$ cat config.mk
export PLATFORM = sky130hd
export DESIGN_NAME = pa
export DESIGN_NICKNAME = d
export VERILOG_FILES = /design/src/verilog/pa_word_pkg.sv /design/src/verilog/pa_ctl_pkg.sv /design/src/verilog/pa_bus_w.sv /design/src/verilog/pa_alu.sv /design/src/verilog/pa_regs.sv /design/src/verilog/pa_at.sv /design/src/verilog/pa_a_bus.sv /design/src/verilog/pa.sv
export SDC_FILE = /design/constraint.sdc
export NUM_CORES = 1
export LEC_CHECK = 0
export BUFFER_PORTS_ARGS = -buffer_cell sky130_fd_sc_hd__buf_2
export CAP_MARGIN = 10
export CORE_MARGIN = 2
export CORE_UTILIZATION = 48
export DETAILED_ROUTE_END_ITERATION = 16
export PLACE_DENSITY = 0.73
export SLEW_MARGIN = 20
export SYNTH_ARGS = -nofsm -noshare
export SYNTH_HDL_FRONTEND = slang
export SYNTH_SLANG_ARGS = --single-unit
$ cat constraint.sdc
create_clock -name clk_sys -period 8.9 [get_ports clk_sys]
set_clock_uncertainty 0.05 [all_clocks]
set_input_delay 0.445 -clock clk_sys [delete_from_list [all_inputs] [get_ports clk_sys]]
set_output_delay 0.445 -clock clk_sys [all_outputs]
set_load 0.02 [all_outputs]
$ cat src/verilog/pa_word_pkg.sv
`default_nettype none

package pa_word_pkg;

	// data path width, fixed by the architecture
	localparam int word_w = 16;

	// width of the short argument in the instruction word
	localparam int t_w = 10;

	// bit 0 is the most significant bit, as in the machine documentation
	typedef logic [0:word_w-1] word_t;

	// instruction word read as separate register fields
	typedef struct packed {
		logic [0:5] op;
		logic d;
		logic [0:2] a;
		logic [0:2] b;
		logic [0:2] c;
	} ir_long_t;

	// instruction word read as opcode plus signed short argument
	typedef struct packed {
		logic [0:5] op;
		logic signed [0:t_w-1] t;
	} ir_short_t;

	// one instruction word, two decodings
	typedef union packed {
		ir_long_t long_v;
		ir_short_t short_v;
	} ir_t;

endpackage

`default_nettype wire

$ cat src/verilog/pa_ctl_pkg.sv
`default_nettype none

package pa_ctl_pkg;

	// W bus source select
	typedef enum logic [2:0] {
		w_ir_t = 3'd0,
		w_kl = 3'd1,
		w_rdt = 3'd2,
		w_ki = 3'd3,
		w_at = 3'd4,
		w_ac = 3'd5,
		w_a = 3'd6
	} w_sel_t;

	// A operand source select
	typedef enum logic [1:0] {
		a_l = 2'd0,
		a_ir = 2'd1,
		a_ar = 2'd2,
		a_ic = 2'd3
	} a_sel_t;

	// 74181 S3..S0, bit 0 is S0
	typedef logic [3:0] alu_fn_t;

	// step used by the AR decrement
	localparam logic [0:15] ar_m4 = 16'd4;

endpackage

`default_nettype wire

$ cat src/verilog/pa_bus_w.sv
`default_nettype none

module pa_bus_w (
	input pa_ctl_pkg::w_sel_t w_sel,
	input logic w_dt,
	input pa_word_pkg::ir_t ir,
	input pa_word_pkg::word_t kl,
	input pa_word_pkg::word_t rdt,
	input pa_word_pkg::word_t ki,
	input pa_word_pkg::word_t at,
	input pa_word_pkg::word_t ac,
	input pa_word_pkg::word_t a,
	output pa_word_pkg::word_t w,
	output pa_word_pkg::word_t ddt
);

	import pa_word_pkg::*;
	import pa_ctl_pkg::*;

	word_t t_ext;

	// short argument, sign bit copied into the upper bits
	assign t_ext = {{(word_w - t_w){ir.short_v.t[0]}}, ir.short_v.t};

	always_comb begin
		case (w_sel)
			w_ir_t: w = t_ext;
			w_kl: w = kl;
			w_rdt: w = rdt;
			w_ki: w = ki;
			w_at: w = at;
			w_ac: w = ac;
			w_a: w = a;
			default: w = '0;
		endcase
	end

	// data bus is active low, all ones when not driven
	assign ddt = w_dt ? ~w : '1;

endmodule

`default_nettype wire

$ cat src/verilog/pa_alu.sv
`default_nettype none

module pa_alu (
	input logic clk_sys,
	input logic rst_n,
	input pa_ctl_pkg::alu_fn_t alu_fn,
	input logic alu_m,
	input logic alu_cin,
	input logic as2,
	input logic strob1,
	input pa_word_pkg::word_t a,
	input pa_word_pkg::word_t ac,
	input pa_word_pkg::ir_t ir,
	output pa_word_pkg::word_t f,
	output logic s0,
	output logic carry,
	output logic s_1,
	output logic zs,
	output logic exx,
	output logic wzi
);

	import pa_word_pkg::*;

	word_t x;
	word_t y;
	// bit 0 holds the carry out
	logic [0:word_w] sum;

	// 74181 internal terms, A = a and B = ac
	// x picks A OR (B and/or ~B) by S0/S1, y picks A AND (B and/or ~B) by S3/S2
	always_comb begin
		x = a | (ac & {word_w{alu_fn[0]}}) | (~ac & {word_w{alu_fn[1]}});
		y = (a & ac & {word_w{alu_fn[3]}}) | (a & ~ac & {word_w{alu_fn[2]}});
	end

	// arithmetic mode is x plus y plus carry in
	assign sum = {1'b0, x} + {1'b0, y} + {{word_w{1'b0}}, alu_cin};

	// logic mode uses the same terms without carries
	assign f = alu_m ? ~(x ^ y) : sum[1:word_w];

	assign carry = sum[0];
	assign s0 = f[0];

	// extended sign, only meaningful for arithmetic
	assign s_1 = ~alu_m & (a[0] ^ ac[0] ^ carry);

	assign zs = (f == '0) && !s_1;

	// d field chooses which end of A is tested
	assign exx = ir.long_v.d ? ~a[15] : ~a[0];

	// zero flag latched in the second half of the cycle
	always_ff @(posedge clk_sys or negedge rst_n) begin
		if (!rst_n) begin
			wzi <= 1'b0;
		end else if (strob1 && as2) begin
			wzi <= zs;
		end
	end

endmodule

`default_nettype wire

$ cat src/verilog/pa_regs.sv
`default_nettype none

module pa_regs (
	input logic clk_sys,
	input logic rst_n,
	input logic strob1,
	input logic strob2,
	input logic as2,
	input logic w_ac,
	input logic w_ar,
	input logic w_ic,
	input logic arp1,
	input logic arm4,
	input logic icp1,
	input logic off,
	input pa_word_pkg::word_t w,
	output pa_word_pkg::word_t ac,
	output pa_word_pkg::word_t ar,
	output pa_word_pkg::word_t ic,
	output logic arz
);

	import pa_ctl_pkg::*;

	logic stroba;
	logic strobb;
	logic strob_w;
	logic wr_ac;
	logic wr_ar;
	logic wr_ic;

	// strob1 in the first phase, strob2 in the second
	assign stroba = strob1 & ~as2;
	assign strobb = strob2 & as2;
	assign strob_w = stroba | strobb;

	assign wr_ac = w_ac & strob_w;
	assign wr_ar = w_ar & strob_w;
	assign wr_ic = w_ic & strob_w;

	always_ff @(posedge clk_sys or negedge rst_n) begin
		if (!rst_n) begin
			ac <= '0;
		end else if (wr_ac) begin
			ac <= w;
		end
	end

	// load, then +1, then -4
	always_ff @(posedge clk_sys or negedge rst_n) begin
		if (!rst_n) begin
			ar <= '0;
		end else if (wr_ar) begin
			ar <= w;
		end else if (arp1 && stroba) begin
			ar <= ar + 16'd1;
		end else if (arm4) begin
			ar <= ar - ar_m4;
		end
	end

	// off wins over everything
	always_ff @(posedge clk_sys or negedge rst_n) begin
		if (!rst_n) begin
			ic <= '0;
		end else if (off) begin
			ic <= '0;
		end else if (wr_ic) begin
			ic <= w;
		end else if (icp1 && strob1) begin
			ic <= ic + 16'd1;
		end
	end

	// address above the first 256 words
	assign arz = |ar[0:7];

endmodule

`default_nettype wire

$ cat src/verilog/pa_at.sv
`default_nettype none

module pa_at (
	input logic clk_sys,
	input logic rst_n,
	input logic strob1,
	input logic as2,
	input logic w_at,
	input logic at_sh,
	input logic at_sl,
	input pa_word_pkg::word_t f,
	output pa_word_pkg::word_t at,
	output logic at15
);

	logic at_load;

	assign at_load = w_at & strob1 & as2;

	// load wins over shift
	always_ff @(posedge clk_sys or negedge rst_n) begin
		if (!rst_n) begin
			at <= '0;
		end else if (at_load) begin
			at <= f;
		end else if (at_sh) begin
			// serial bit enters at the most significant end
			at <= {at_sl, at[0:14]};
		end
	end

	assign at15 = at[15];

endmodule

`default_nettype wire

$ cat src/verilog/pa_a_bus.sv
`default_nettype none

module pa_a_bus (
	input pa_ctl_pkg::a_sel_t a_sel,
	input pa_word_pkg::word_t l,
	input pa_word_pkg::word_t ar,
	input pa_word_pkg::word_t ic,
	input pa_word_pkg::word_t kl,
	input pa_word_pkg::ir_t ir,
	input logic ar_ad,
	input logic ic_ad,
	input logic barnb,
	output pa_word_pkg::word_t a,
	output pa_word_pkg::word_t dad,
	output logic zga
);

	import pa_word_pkg::*;
	import pa_ctl_pkg::*;

	logic zga_hi;
	logic zga_lo;

	always_comb begin
		case (a_sel)
			a_l: a = l;
			a_ir: a = ir;
			a_ar: a = ar;
			a_ic: a = ic;
			default: a = '0;
		endcase
	end

	// address bus is active low, AR and IC may overlap
	assign dad = ~((ar & {word_w{ar_ad}}) | (ic & {word_w{ic_ad}}));

	// upper byte carries the block number bit in place of dad[0]
	assign zga_hi = (kl[0:7] == {barnb, dad[1:7]});
	assign zga_lo = (kl[8:15] == dad[8:15]);
	assign zga = zga_hi & zga_lo;

endmodule

`default_nettype wire

$ cat src/verilog/pa.sv
`default_nettype none

module pa (
	input logic clk_sys,
	input logic rst_n,
	input pa_word_pkg::ir_t ir,
	input pa_word_pkg::word_t ki,
	input pa_word_pkg::word_t rdt,
	input pa_word_pkg::word_t kl,
	input pa_word_pkg::word_t l,
	input pa_ctl_pkg::w_sel_t w_sel,
	input logic w_dt,
	input pa_ctl_pkg::a_sel_t a_sel,
	input pa_ctl_pkg::alu_fn_t alu_fn,
	input logic alu_m,
	input logic alu_cin,
	input logic strob1,
	input logic strob2,
	input logic as2,
	input logic w_ac,
	input logic w_ar,
	input logic w_ic,
	input logic w_at,
	input logic arp1,
	input logic arm4,
	input logic icp1,
	input logic off,
	input logic at_sh,
	input logic at_sl,
	input logic ar_ad,
	input logic ic_ad,
	input logic barnb,
	output pa_word_pkg::word_t w,
	output pa_word_pkg::word_t ddt,
	output pa_word_pkg::word_t dad,
	output logic s0,
	output logic carry,
	output logic zs,
	output logic exx,
	output logic exy,
	output logic at15,
	output logic wzi,
	output logic arz,
	output logic zga
);

	import pa_word_pkg::*;

	word_t a;
	word_t f;
	word_t ac;
	word_t ar;
	word_t ic;
	word_t at;

	pa_bus_w u_bus_w (
		.w_sel(w_sel),
		.w_dt(w_dt),
		.ir(ir),
		.kl(kl),
		.rdt(rdt),
		.ki(ki),
		.at(at),
		.ac(ac),
		.a(a),
		.w(w),
		.ddt(ddt)
	);

	// extended sign is only used internally for zs
	pa_alu u_alu (
		.clk_sys(clk_sys),
		.rst_n(rst_n),
		.alu_fn(alu_fn),
		.alu_m(alu_m),
		.alu_cin(alu_cin),
		.as2(as2),
		.strob1(strob1),
		.a(a),
		.ac(ac),
		.ir(ir),
		.f(f),
		.s0(s0),
		.carry(carry),
		.s_1(),
		.zs(zs),
		.exx(exx),
		.wzi(wzi)
	);

	pa_regs u_regs (
		.clk_sys(clk_sys),
		.rst_n(rst_n),
		.strob1(strob1),
		.strob2(strob2),
		.as2(as2),
		.w_ac(w_ac),
		.w_ar(w_ar),
		.w_ic(w_ic),
		.arp1(arp1),
		.arm4(arm4),
		.icp1(icp1),
		.off(off),
		.w(w),
		.ac(ac),
		.ar(ar),
		.ic(ic),
		.arz(arz)
	);

	pa_at u_at (
		.clk_sys(clk_sys),
		.rst_n(rst_n),
		.strob1(strob1),
		.as2(as2),
		.w_at(w_at),
		.at_sh(at_sh),
		.at_sl(at_sl),
		.f(f),
		.at(at),
		.at15(at15)
	);

	pa_a_bus u_a_bus (
		.a_sel(a_sel),
		.l(l),
		.ar(ar),
		.ic(ic),
		.kl(kl),
		.ir(ir),
		.ar_ad(ar_ad),
		.ic_ad(ic_ad),
		.barnb(barnb),
		.a(a),
		.dad(dad),
		.zga(zga)
	);

	// shift uses the AT end, otherwise the A sign
	assign exy = at_sh ? ~at[15] : ~a[0];

endmodule

`default_nettype wire

==> impl_metrics.csv <==
group,metric,value,unit
drt,vias,6901,
cts,ctsHtreeMaxLevel,3,
sta,setup_viol,0,
logic_synthesis,async_flop_share,100,%
pwr,p_comb_share,48.7,%
critical_path,path_cells,"buf_2 > mux4_2 > a211o_1 > fa_1 > fa_1 > a211oi_2 > o31ai_4 > mux2i_1 > nor3_1 > nor4_1 > nand4_1 > nor3_1 > buf_2",
critical_path,crit_fanout,16,
layout,stdcell_count,1097,
cts,path_clk_slew,0.06,ns
drt,drc,0,
cts,clk_latency,0.35,ns
die,core_area,13700,sq um
logic_synthesis,synth_cells,795,
layout,utilization,56.7,%
hold_path,hold_path_class,"in2async",
placed_design,hpwl,17800,um
sta,post-route-period-util,55.4,%
grt,grt_pass1_vias,6363,
logic_synthesis,synth.cell_area,6650,sq um
placed_design,placed_cells,1081,
cts,cts_tree,"built",
pwr,p_switching,760,uW
drt,wirelength,23100,um
grt,antenna_found_initial,0,
logic_synthesis,ys_ff_latch,65,
critical_path,cp-end-kind,"primary output",
pwr,power,1.74,mW
cts,cts_setup_buffers,0,
grt,grt_overflow,0,
flow_run,maxCapViolCount,0,
layout,antenna_cells,0,
drt,vias_per_cell,6.29,
sta,relSlewSlack,35.5,%
layout,drive_gt1_share,26.6,%
pwr,p_int,981,uW
logic_synthesis,synth.most_common_cell,"nand2_1",
sta,hold_violations,0,
die,io_pins,167,
critical_path,crit_end,"zs",
critical_path,crit_path_top_delay_cell,"mux4_2",
sta,rsz0062_at_grt,"false",
critical_path,crit_start,"a_sel[1]",
logic_synthesis,synth_nets,929,
logic_synthesis,yosys_warnings,0,
sta,hold_slack,0.225,ns
pwr,seq_power_share,28.7,%
logic_synthesis,synth.avg_cell_area,8.37,sq um
logic_synthesis,yosysSeqAreaShare,24.5,%
die,fp.dieW,122,um
cts,clock_path_buffers,2,
die,placementRows,43,
logic_synthesis,synth_area_leader_cell,"dfrtp_1",
cts,cts-root-buf,"clkbuf_16",
layout,final_nets,1046,
sta,timing.fmax,0.203,GHz
critical_path,r2r_setup_slack,4.87,ns
logic_synthesis,synth_top_area_share,24.5,%
sta,slew_viol_final,0,
pwr,ir_drop,0.112,mV
critical_path,required,8.41,ns
pwr,power_frac_clock,22.6,%
pwr,cellPowerDensity,224,nW/um^2
die,initial_core_util,48.5,%
critical_path,ff2ff_path_depth,11,
sta,setup_tns,0,ns
cts,hold_buffers,0,
grt,grt_max_degree,66,
cts,cts-resized-gates,0,
placed_design,placement.io_buffers,166,
cts,numCtsBuffers,9,
outcome,status,"completed",
cts,clock-sinks,65,
logic_synthesis,synthTopCellsByArea,"dfrtp_1 24%, mux4_2 7.1%, xnor2_1 5.8%",
critical_path,cpPeakStageDelay,0.64,ns
placed_design,gp_congestion,0.970,
critical_path,crit_arrival,4.44,ns
critical_path,cp-start-kind,"primary input",
drt,drt_iter0_markers,694,
logic_synthesis,synth_common_cells,"85 x nand2_1, 81 x nor2_1, 67 x a21oi_1",
logic_synthesis,synth_top_flop_cell,"dfrtp_1",
grt,grt_usage,31.7,%
logic_synthesis,synth_cell_types,57,
drt,drt-wirelength-per-cell,21.0,um
drt,first_pass_iters,5,
drt,final_antenna_net_count,0,
die,die_y,122,um
die,die_area,14800,sq um
pwr,power.share.switching,43.6,%
critical_path,r2r_end,"u_alu.wzi$_DFFE_PN0P_",
critical_path,r2r-start,"u_regs.ic[0]$_DFFE_PN0P_",
sta,layout_min_cycle_time,4.93,ns
layout,area_growth,17.0,%
logic_synthesis,synth_edf_count,0,
pwr,p_leak,3.38,nW
critical_path,critPathKind,"in2out",
grt,grt_pass1_wl,35600,um
sta,worst_pin_slew,0.966,ns
[metrics by stage]
stage,worst slack (ns),area (sq um)
finish,3.97,7780
global route,3.70,7780
detailed placement,3.99,7460
floorplan,4.10,6650
CTS,3.98,7780
global placement,4.05,7460
[critical path: cells and delay by family]
family | cells | cell delay, ns
AO/OA/AOI/OAI | 3 | 0.83
AND/OR/NAND/NOR | 4 | 0.87
adder cells (fa/ha/maj) | 2 | 0.84
multiplexers | 2 | 0.82
buffers and inverters | 2 | 0.64
[worst min-delay path by stage]
stage	startpoint	endpoint	slack (ns)	cells after the start
after detailed placement	u_alu.wzi$_DFFE_PN0P_	u_alu.wzi$_DFFE_PN0P_	0.42	2
after CTS	w_ic	u_regs.ic[13]$_DFFE_PN0P_	0.28	2
after global placement	u_alu.wzi$_DFFE_PN0P_	u_alu.wzi$_DFFE_PN0P_	0.42	2
final	rst_n	u_regs.ar[12]$_DFFE_PN0P_	0.22	2
after floorplan	rst_n	u_alu.wzi$_DFFE_PN0P_	0.1	0
after global routing	w_ic	u_regs.ic[13]$_DFFE_PN0P_	0.29	2
[logic make-up after synthesis]
logic type      Yosys count  share of synthesized area (%)
buf+inv                  72                           4.46
simple gates            273                           19.5
xor+xnor                 60                           7.90
fa+ha+maj                24                           4.74
compound gates          210                           20.7
mux                      91                           18.2
flops                    65                           24.5
[power groups by stage]
stage                     clock, mW  sequential, mW  combinational, mW
after floorplan                   0           0.451              0.637
after global placement            0           0.500              0.826
after detailed placement          0           0.501              0.830
after CTS                     0.393           0.497              0.839
after global routing          0.408           0.512              0.929
final                         0.393           0.500              0.848
[placed cells by master, fill, tap and decap left out, types with 3 or more instances in the layout]
cell	n
clkbuf_16	9
a22o_1	4
nor2_1	81
nor2b_1	38
a22oi_1	25
or3_1	4
mux2_2	32
dfrtp_1	65
inv_1	11
mux4_2	21
a211oi_1	18
nand4_1	12
mux2i_1	38
xnor2_1	44
ha_1	22
a31oi_1	7
a211o_1	16
xor2_1	16
nand2_1	85
buf_2	166
o221ai_1	5
a311oi_1	4
a21oi_1	67
a21o_1	4
o21ai_0	37
nor3_1	9
and3_1	5
nor4_1	3
and2_1	5
nand3_1	18
o21a_1	4
o211ai_1	6
[flip-flops by register name, indices dropped and copies added, names as in the netlist]
| register | count |
|---|---|
| u_regs.ar | 16 |
| u_regs.ic | 16 |
| u_alu.wzi | 1 |
| u_at.at | 16 |
| u_regs.ac | 16 |
[cell type report]
| class | count | area (sq um) |
|---|---|---|
| Fill cell | 1232 | 5930 |
| Multi-Input combinational cell | 658 | 4730 |
| Sequential cell | 65 | 1630 |
| Timing Repair Buffer | 167 | 838 |
| Clock buffer | 10 | 229 |
| Tap cell | 180 | 225 |
| Clock inverter | 6 | 91.3 |
| Inverter | 11 | 41.3 |
[metal layers]
metal | global-route usage (%) | part of all wire [%]
met5 | 0 | 0
met3 | 6.13 | 9.5
met2 | 49.4 | 44
met1 | 42.9 | 42
met4 | 14.0 | 4.0
Note: power is estimated with default switching activity, not from simulation.
